[src/verilog/i2cPkg.sv]
package i2cPkg;

    // Bus field widths
    localparam int ByteWidth      = 8;
    localparam int DevAddrWidth   = 7;
    localparam int ReadCountWidth = 4;

    // Bit timing, in FSM_Clk cycles per phase and phases per slot
    localparam int QuarterCycles = 4;
    localparam int PhasesPerBit  = 4;

    typedef logic [1:0] phase_t;

    typedef enum logic [2:0] {
        SlotIdle,
        SlotStart,
        SlotRepStart,
        SlotData,
        SlotStop
    } slotKind_t;

    typedef enum logic [3:0] {
        SeqIdle,
        SeqStart,
        SeqAddr,
        SeqSubAddr,
        SeqWrData,
        SeqRepStart,
        SeqRdAddr,
        SeqRdData,
        SeqMasterAck,
        SeqWaitAccept,
        SeqStop,
        SeqDone
    } seqState_t;

endpackage
[src/verilog/i2cMaster.sv]
`timescale 1ns/1ps

module i2cMaster import i2cPkg::*; (
    input  logic                      FSM_Clk,
    input  logic                      reset,
    input  logic                      cmdValid,
    input  logic                      cmdRead,
    input  logic [DevAddrWidth-1:0]   devAddr,
    input  logic [ByteWidth-1:0]      subAddr,
    input  logic [ByteWidth-1:0]      wrData,
    input  logic [ReadCountWidth-1:0] readCount,
    input  logic                      rdReady,
    input  logic                      sdaIn,
    output logic                      cmdReady,
    output logic                      rdValid,
    output logic [ByteWidth-1:0]      rdData,
    output logic                      doneValid,
    output logic                      ackError,
    output logic                      scl,
    output logic                      sdaDriveLow
);

    logic                 run;
    phase_t               phase;
    logic                 phaseTick;
    logic                 slotEnd;
    slotKind_t            slotKind;
    logic                 txBit;
    logic                 sampledBit;
    logic                 load;
    logic [ByteWidth-1:0] loadByte;
    logic                 shift;
    logic                 outBit;
    logic [ByteWidth-1:0] byteOut;

    i2cSequencer sequencer (
        .FSM_Clk    (FSM_Clk),
        .reset      (reset),
        .cmdValid   (cmdValid),
        .cmdRead    (cmdRead),
        .devAddr    (devAddr),
        .subAddr    (subAddr),
        .wrData     (wrData),
        .readCount  (readCount),
        .rdReady    (rdReady),
        .slotEnd    (slotEnd),
        .sampledBit (sampledBit),
        .outBit     (outBit),
        .byteOut    (byteOut),
        .cmdReady   (cmdReady),
        .rdValid    (rdValid),
        .rdData     (rdData),
        .doneValid  (doneValid),
        .ackError   (ackError),
        .run        (run),
        .slotKind   (slotKind),
        .txBit      (txBit),
        .load       (load),
        .loadByte   (loadByte),
        .shift      (shift)
    );

    bitPhaseTimer phaseTimer (
        .FSM_Clk   (FSM_Clk),
        .reset     (reset),
        .run       (run),
        .phase     (phase),
        .phaseTick (phaseTick),
        .slotEnd   (slotEnd)
    );

    busSignaling lines (
        .FSM_Clk     (FSM_Clk),
        .reset       (reset),
        .slotKind    (slotKind),
        .txBit       (txBit),
        .phase       (phase),
        .phaseTick   (phaseTick),
        .sdaIn       (sdaIn),
        .scl         (scl),
        .sdaDriveLow (sdaDriveLow),
        .sampledBit  (sampledBit)
    );

    byteShifter shifter (
        .FSM_Clk    (FSM_Clk),
        .reset      (reset),
        .load       (load),
        .loadByte   (loadByte),
        .shift      (shift),
        .sampledBit (sampledBit),
        .outBit     (outBit),
        .byteOut    (byteOut)
    );

endmodule

[src/verilog/i2cSequencer.sv]
`timescale 1ns/1ps

module i2cSequencer import i2cPkg::*; (
    input  logic                      FSM_Clk,
    input  logic                      reset,
    input  logic                      cmdValid,
    input  logic                      cmdRead,
    input  logic [DevAddrWidth-1:0]   devAddr,
    input  logic [ByteWidth-1:0]      subAddr,
    input  logic [ByteWidth-1:0]      wrData,
    input  logic [ReadCountWidth-1:0] readCount,
    input  logic                      rdReady,
    input  logic                      slotEnd,
    input  logic                      sampledBit,
    input  logic                      outBit,
    input  logic [ByteWidth-1:0]      byteOut,
    output logic                      cmdReady,
    output logic                      rdValid,
    output logic [ByteWidth-1:0]      rdData,
    output logic                      doneValid,
    output logic                      ackError,
    output logic                      run,
    output slotKind_t                 slotKind,
    output logic                      txBit,
    output logic                      load,
    output logic [ByteWidth-1:0]      loadByte,
    output logic                      shift
);

    seqState_t                 state;
    logic [3:0]                bitCount;
    logic [ReadCountWidth-1:0] bytesLeft;
    logic                      cmdAccept;
    logic                      ackSlot;
    logic                      sendState;
    logic                      lastRead;

    logic                      cmdIsRead;
    logic [DevAddrWidth-1:0]   cmdDevAddr;
    logic [ByteWidth-1:0]      cmdSubAddr;
    logic [ByteWidth-1:0]      cmdWrData;

    assign cmdReady  = (state == SeqIdle);
    assign cmdAccept = cmdValid && cmdReady;
    assign sendState = state inside {SeqAddr, SeqSubAddr, SeqWrData, SeqRdAddr};
    assign ackSlot   = sendState && (int'(bitCount) == ByteWidth);
    assign lastRead  = (bytesLeft == ReadCountWidth'(1));

    // Timer stalls with SCL low while a read byte waits
    assign run = !(state inside {SeqIdle, SeqWaitAccept, SeqDone});

    always_comb begin
        case (state)
            SeqStart:     slotKind = SlotStart;
            SeqRepStart:  slotKind = SlotRepStart;
            SeqStop:      slotKind = SlotStop;
            SeqIdle,
            SeqDone:      slotKind = SlotIdle;
            default:      slotKind = SlotData;
        endcase
    end

    always_comb begin
        if (sendState) begin
            txBit = ackSlot ? 1'b1 : outBit;
        end else if (state == SeqMasterAck) begin
            // NACK on the final byte
            txBit = lastRead;
        end else begin
            txBit = 1'b1;
        end
    end

    always_comb begin
        case (state)
            SeqStart:    loadByte = {cmdDevAddr, 1'b0};
            SeqAddr:     loadByte = cmdSubAddr;
            SeqRepStart: loadByte = {cmdDevAddr, 1'b1};
            default:     loadByte = cmdWrData;
        endcase
    end

    assign load = slotEnd && ((state == SeqStart) || (state == SeqRepStart) ||
                  (ackSlot && (state == SeqAddr)) ||
                  (ackSlot && (state == SeqSubAddr) && !cmdIsRead));

    assign shift = slotEnd && (int'(bitCount) < ByteWidth) &&
                   (sendState || (state == SeqRdData));

    always_ff @(posedge FSM_Clk) begin
        if (reset) begin
            state     <= SeqIdle;
            bitCount  <= '0;
            bytesLeft <= '0;
            ackError  <= 1'b0;
            rdValid   <= 1'b0;
            doneValid <= 1'b0;
        end else begin
            doneValid <= 1'b0;
            case (state)
                SeqIdle: begin
                    if (cmdAccept) begin
                        state     <= SeqStart;
                        ackError  <= 1'b0;
                        bytesLeft <= (readCount == '0) ? ReadCountWidth'(1) : readCount;
                    end
                end
                SeqStart, SeqRepStart: begin
                    if (slotEnd) begin
                        bitCount <= '0;
                        state    <= (state == SeqStart) ? SeqAddr : SeqRdAddr;
                    end
                end
                SeqAddr, SeqSubAddr, SeqWrData, SeqRdAddr: begin
                    if (slotEnd && ackSlot) begin
                        bitCount <= '0;
                        // SDA high in the ack slot means NACK
                        if (sampledBit) begin
                            ackError <= 1'b1;
                        end
                        case (state)
                            SeqAddr:    state <= SeqSubAddr;
                            SeqSubAddr: state <= cmdIsRead ? SeqRepStart : SeqWrData;
                            SeqRdAddr:  state <= SeqRdData;
                            default:    state <= SeqStop;
                        endcase
                    end else if (slotEnd) begin
                        bitCount <= bitCount + 1'b1;
                    end
                end
                SeqRdData: begin
                    if (slotEnd) begin
                        if (int'(bitCount) == ByteWidth - 1) begin
                            bitCount <= '0;
                            state    <= SeqWaitAccept;
                        end else begin
                            bitCount <= bitCount + 1'b1;
                        end
                    end
                end
                SeqWaitAccept: begin
                    if (!rdValid) begin
                        rdValid <= 1'b1;
                    end else if (rdReady) begin
                        rdValid <= 1'b0;
                        state   <= SeqMasterAck;
                    end
                end
                SeqMasterAck: begin
                    if (slotEnd) begin
                        if (lastRead) begin
                            state <= SeqStop;
                        end else begin
                            bytesLeft <= bytesLeft - 1'b1;
                            state     <= SeqRdData;
                        end
                    end
                end
                SeqStop: begin
                    if (slotEnd) begin
                        doneValid <= 1'b1;
                        state     <= SeqDone;
                    end
                end
                SeqDone: begin
                    state <= SeqIdle;
                end
                default: begin
                    state <= SeqIdle;
                end
            endcase
        end
    end

    // Command fields and the received byte
    always_ff @(posedge FSM_Clk) begin
        if (cmdAccept) begin
            cmdIsRead  <= cmdRead;
            cmdDevAddr <= devAddr;
            cmdSubAddr <= subAddr;
            cmdWrData  <= wrData;
        end
        if ((state == SeqWaitAccept) && !rdValid) begin
            rdData <= byteOut;
        end
    end

endmodule

[src/verilog/byteShifter.sv]
`timescale 1ns/1ps

module byteShifter import i2cPkg::*; (
    input  logic                 FSM_Clk,
    input  logic                 reset,
    input  logic                 load,
    input  logic [ByteWidth-1:0] loadByte,
    input  logic                 shift,
    input  logic                 sampledBit,
    output logic                 outBit,
    output logic [ByteWidth-1:0] byteOut
);

    logic [ByteWidth-1:0] shiftReg;

    always_ff @(posedge FSM_Clk) begin
        if (reset) begin
            // All ones so an unloaded shifter leaves SDA released
            shiftReg <= '1;
        end else if (load) begin
            shiftReg <= loadByte;
        end else if (shift) begin
            shiftReg <= {shiftReg[ByteWidth-2:0], sampledBit};
        end
    end

    // MSB goes out first
    assign outBit  = shiftReg[ByteWidth-1];
    assign byteOut = shiftReg;

endmodule

[src/verilog/busSignaling.sv]
`timescale 1ns/1ps

module busSignaling import i2cPkg::*; (
    input  logic      FSM_Clk,
    input  logic      reset,
    input  slotKind_t slotKind,
    input  logic      txBit,
    input  phase_t    phase,
    input  logic      phaseTick,
    input  logic      sdaIn,
    output logic      scl,
    output logic      sdaDriveLow,
    output logic      sampledBit
);

    always_ff @(posedge FSM_Clk) begin
        if (reset) begin
            scl         <= 1'b1;
            sdaDriveLow <= 1'b0;
        end else begin
            case (slotKind)
                SlotStart: begin
                    // SDA falls in phase 1 with SCL still high
                    scl         <= (phase != 2'd3);
                    sdaDriveLow <= (phase != 2'd0);
                end
                SlotRepStart: begin
                    scl         <= (phase == 2'd1) || (phase == 2'd2);
                    sdaDriveLow <= phase[1];
                end
                SlotData: begin
                    scl <= (phase == 2'd1) || (phase == 2'd2);
                    // Data only moves while SCL is low
                    if (phase == 2'd0) begin
                        sdaDriveLow <= !txBit;
                    end
                end
                SlotStop: begin
                    // SDA released in phase 2 with SCL high
                    scl         <= (phase != 2'd0);
                    sdaDriveLow <= !phase[1];
                end
                default: begin
                    scl         <= 1'b1;
                    sdaDriveLow <= 1'b0;
                end
            endcase
        end
    end

    // Sample at the end of the second high phase
    always_ff @(posedge FSM_Clk) begin
        if (phaseTick && (phase == 2'd2)) begin
            sampledBit <= sdaIn;
        end
    end

endmodule

[src/verilog/bitPhaseTimer.sv]
`timescale 1ns/1ps

module bitPhaseTimer import i2cPkg::*; (
    input  logic   FSM_Clk,
    input  logic   reset,
    input  logic   run,
    output phase_t phase,
    output logic   phaseTick,
    output logic   slotEnd
);

    logic [$clog2(QuarterCycles)-1:0] divCount;

    // Last cycle of the current phase
    assign phaseTick = run && (int'(divCount) == QuarterCycles - 1);
    assign slotEnd   = phaseTick && (int'(phase) == PhasesPerBit - 1);

    always_ff @(posedge FSM_Clk) begin
        if (reset) begin
            divCount <= '0;
            phase    <= '0;
        end else if (run) begin
            if (phaseTick) begin
                divCount <= '0;
                phase    <= slotEnd ? '0 : phase + 1'b1;
            end else begin
                divCount <= divCount + 1'b1;
            end
        end
    end

    // Counters freeze while run is low, and the sequencer only drops run
    // at a slot boundary, so a stalled slot always resumes in phase 0

endmodule

[config.mk]
export PLATFORM = sky130hd
export DESIGN_NAME = i2cMaster
export DESIGN_NICKNAME = d
export VERILOG_FILES = /design/src/verilog/i2cPkg.sv /design/src/verilog/i2cMaster.sv /design/src/verilog/i2cSequencer.sv /design/src/verilog/byteShifter.sv /design/src/verilog/busSignaling.sv /design/src/verilog/bitPhaseTimer.sv
export SDC_FILE = /design/constraint.sdc
export NUM_CORES = 1
export LEC_CHECK = 0
export BUFFER_PORTS_ARGS = -buffer_cell sky130_fd_sc_hd__buf_2
export CAP_MARGIN = 20
export CORE_MARGIN = 5
export CORE_UTILIZATION = 56
export CTS_CLUSTER_SIZE = 14
export DETAILED_ROUTE_END_ITERATION = 6
export GPL_TIMING_DRIVEN = 0
export PLACE_DENSITY_LB_ADDON = 0.3
export SYNTH_ARGS = -nofsm -noshare
export SYNTH_HDL_FRONTEND = slang
export SYNTH_SLANG_ARGS = --single-unit
[constraint.sdc]
create_clock -name FSM_Clk -period 2.65 [get_ports FSM_Clk]
set_input_delay 0.53 -clock FSM_Clk [delete_from_list [all_inputs] [get_ports FSM_Clk]]
set_output_delay 0.53 -clock FSM_Clk [all_outputs]
set_load 0.02 [all_outputs]
==> impl_metrics.py <==
metrics = {
    "final_layout": {
        "antenna_cells": 0,
        "nets": 381,
        "syn2layout_area_growth_pct": 17.6,
        "fin_area_sq_um": 3500,
        "drive_gt1_share_pct": 25.2,
    },
    "detailed_routing": {
        "drc": 0,
        "viasPerCell": 5.63,
        "postRouteAntennaNets": 0,
        "initialDrtViolationCount": 227,
        "vias": 2337,
        "route.detailed.wl_per_inst_um": 15.7,
        "first_pass_iters": 7,
        "wl_um": 6530,
    },
    "power": {
        "p_switching_mw": 0.982,
        "p_total_mw": 2.91,
        "p_int_mw": 1.93,
        "seq_power_share_pct": 42.8,
        "vdd_drop_max_uv": 568,
        "p_leak_nw": 1.37,
        "clockPowerShare_pct": 27.8,
        "swShare_pct": 33.7,
        "p_comb_share_pct": 29.3,
        "p_per_area_nw_per_um2": 832,
    },
    "worst_setup_path": {
        "worstPathMaxFanout": 10,
        "setup.worst_path.start_class": "flop",
        "worstPathBufferInverterCount": 2,
        "cp.required_ns": 2.83,
        "worstPathArrival_ns": 2.36,
        "worstPathCellList": "buf_4 > buf_2 > nor3_1 > nor2_1 > nand2_1 > a32oi_1",
        "endpoint_kind": "flop",
        "worst-setup-path-type": "reg -> reg",
        "max_stage_delay_ns": 0.79,
        "crit_slowest_cell": "nor3_1",
        "crit_family": "simple AND/OR/NAND/NOR gates",
    },
    "sta": {
        "max_freq_mhz": 459,
        "rsz0062_at_grt": "no",
        "fin_crit_ns": 2.18,
        "fin_crit_sh_pct": 82.2,
        "drv_slew": 0,
        "skew_ns": 0.0113,
        "max_slew_margin_pct": 35.2,
        "finalSetupViolCount": 0,
        "hold_violations": 0,
        "worst_pin_slew_ns": 0.965,
        "setup_tns_ns": 0,
    },
    "logic_synthesis": {
        "synth.avg_cell_area_sq_um": 10.6,
        "async_flop_share_pct": 0,
        "syn_area_sq_um": 2980,
        "synthTopCellsByArea": "edfxtp_1 33%, dfxtp_1 20%, a21oi_1 3.7%, ha_1 3.4%, mux2i_1 3.4%",
        "syn_nets": 323,
        "ys_ff_latch": 62,
        "synth_edf_count": 33,
        "ys.flop_type": "edfxtp_1",
        "yosysTopAreaCellShare_pct": 33.3,
        "synthDistinctLibCells": 59,
        "yosysMostFrequentCell": "edfxtp_1",
        "ys_seq_area_share_pct": 52.8,
        "synthCells": 282,
        "synth_common_cells": "33 x edfxtp_1, 29 x dfxtp_1, 22 x a21oi_1, 22 x nand2_1, 22 x nor2_1",
        "synth_top_area_cell": "edfxtp_1",
        "synth_warnings": 0,
    },
    "floorplanning": {
        "die_w_um": 82.9,
        "initial_core_util_pct": 57.9,
        "design.core.area_sq_um": 5140,
        "die_area_sq_um": 6870,
        "pin_count": 47,
        "die_y_um": 82.9,
        "rows": 26,
    },
    "flow_run": {
        "maxCapViolCount": 0,
    },
    "clock_network": {
        "postCtsHoldBufs": 0,
        "cts.sinks": 62,
        "clock_latency_ns": 0.34,
        "cts_resized": 0,
        "clk_pin_slew_worst_paths_ns": 0.08,
        "cts_tree": "yes",
        "cts_max_path_buffers": 2,
        "cts_buffers": 9,
        "post_cts_buffers": 0,
        "cts_root_buf": "clkbuf_8",
        "cts_max_level": 3,
    },
    "global_route": {
        "antenna_found_initial": 0,
        "grtUsageTotal_pct": 19.6,
        "globalRouteOverflowTotal": 0,
        "grt_pass1_vias": 2241,
        "grt_pass1_wl_um": 10900,
        "grt_max_degree": 25,
    },
    "placement": {
        "port_buffers": 46,
        "placed_area_sq_um": 3300,
        "gp_congestion": 0.948,
        "dpl.hpwl_um": 4690,
    },
    "outcome": {
        "status": "completed",
    },
    "hold_path": {
        "hold_path.class": "in -> reg",
    },
}
## path summary, 6_finish.rpt
kind	startpoint	to	slack (ns)	cells past startpoint
max	sequencer.state[0]$_SDFFE_PP0P_	shifter.byteOut[7]$_SDFFE_PP1P_	0.47	6
min	devAddr[1]	sequencer.cmdDevAddr[1]$_DFFE_PP_	0.36	1
max reg2reg	sequencer.state[0]$_SDFFE_PP0P_	shifter.byteOut[7]$_SDFFE_PP1P_	0.47	6
min reg2reg	shifter.byteOut[3]$_SDFFE_PP1P_	sequencer.rdData[3]$_DFFE_PP_	0.47	0
## area by class of cell
class	instances	area [sq um]
Inverter	9	33.8
Fill cell	416	1640
Clock inverter	7	72.6
Sequential cell	62	1570
Multi-Input combinational cell	195	1280
Timing Repair Buffer	47	240
Clock buffer	9	124
Buffer	16	92.6
Tap cell	70	87.6
## flip-flops by register name, indices dropped and copies added (netlist names)
signal / count
lines.sdaDriveLow: 1
sequencer.ackError: 1
phaseTimer.divCount: 2
sequencer.cmdWrData: 8
lines.scl: 1
lines.sampledBit: 1
sequencer.cmdIsRead: 1
shifter.byteOut: 8
sequencer.bytesLeft: 4
sequencer.bitCount: 4
sequencer.cmdSubAddr: 8
sequencer.doneValid: 1
sequencer.rdValid: 1
sequencer.cmdDevAddr: 7
phaseTimer.phase: 2
sequencer.rdData: 8
sequencer.state: 4
## power groups by stage
stage               registers [mW]  clock network [mW]  logic [mW]
floorplan                     1.26                   0       0.625
global placement              1.26                   0       0.817
detailed placement            1.27                   0       0.833
CTS                           1.25               0.817       0.840
global route                  1.27               0.869       0.948
finish                        1.25               0.810       0.855
## stage by stage
step | utilization (%) | setup WS [ns] | instances | hold WS [ns]
5_1_grt | 68.1 | 0.245 | 415 | 0.342
2_1_floorplan | - | 0.584 | 282 | 0.425
4_1_cts | 68.1 | 0.483 | 415 | 0.350
3_5_place_dp | 64.3 | 0.491 | 399 | 0.453
3_3_place_gp | 64.1 | 0.296 | 398 | 0.440
6_report | 68.1 | 0.471 | 415 | 0.356
## cell families (layout without fill, tap and decap cells)
| group | after synthesis | after routing | synth area share (%) |
|---|---|---|---|
| AOI/OAI and AO/OA | 75 | 75 | 16.7 |
| buffers and inverters | 25 | 88 | 4.25 |
| muxes | 10 | 10 | 3.36 |
| adders and majority gates | 8 | 8 | 3.36 |
| and+or+nand+nor | 100 | 100 | 19.0 |
| DFF | 62 | 62 | 52.8 |
| xor gates and xnor gates | 2 | 2 | 0.589 |
## cell usage in the layout, fill, tap and decap left out, drive strengths merged, types with 2 or more instances in the layout
| cell type | n |
|---|---|
| or4 | 3 |
| nor3b | 5 |
| nor3 | 11 |
| nor2b | 4 |
| nand3b | 2 |
| inv | 10 |
| clkbuf | 14 |
| dfxtp | 29 |
| o22ai | 2 |
| clkinvlp | 2 |
| or3b | 2 |
| nand2 | 22 |
| a32oi | 7 |
| clkinv | 3 |
| and2 | 4 |
| buf | 57 |
| nor2 | 23 |
| a31oi | 3 |
| nor4 | 4 |
| edfxtp | 33 |
| a22oi | 9 |
| or2 | 3 |
| nand2b | 3 |
| o211ai | 2 |
| ha | 8 |
| mux2i | 10 |
| a211oi | 5 |
| nand3 | 4 |
| or3 | 6 |
| o21ai | 16 |
| a21oi | 22 |
## routing by layer
layer  up-vias  global-route usage (%)  wire, um
met5         -                       0         0
met1      1052                    28.0      2990
met4         0                    6.98        70
li1       1175                       -         -
met2       101                    28.4      2850
met3         9                    5.54       611
## worst register-to-register path: stages (launching register included)
cell and delay, ns:
dfxtp_1 0.33, buf_4 0.17, buf_2 0.19, nor3_1 0.79, nor2_1 0.29, nand2_1 0.16, a32oi_1 0.11
Note: power is estimated with default switching activity, not from simulation.
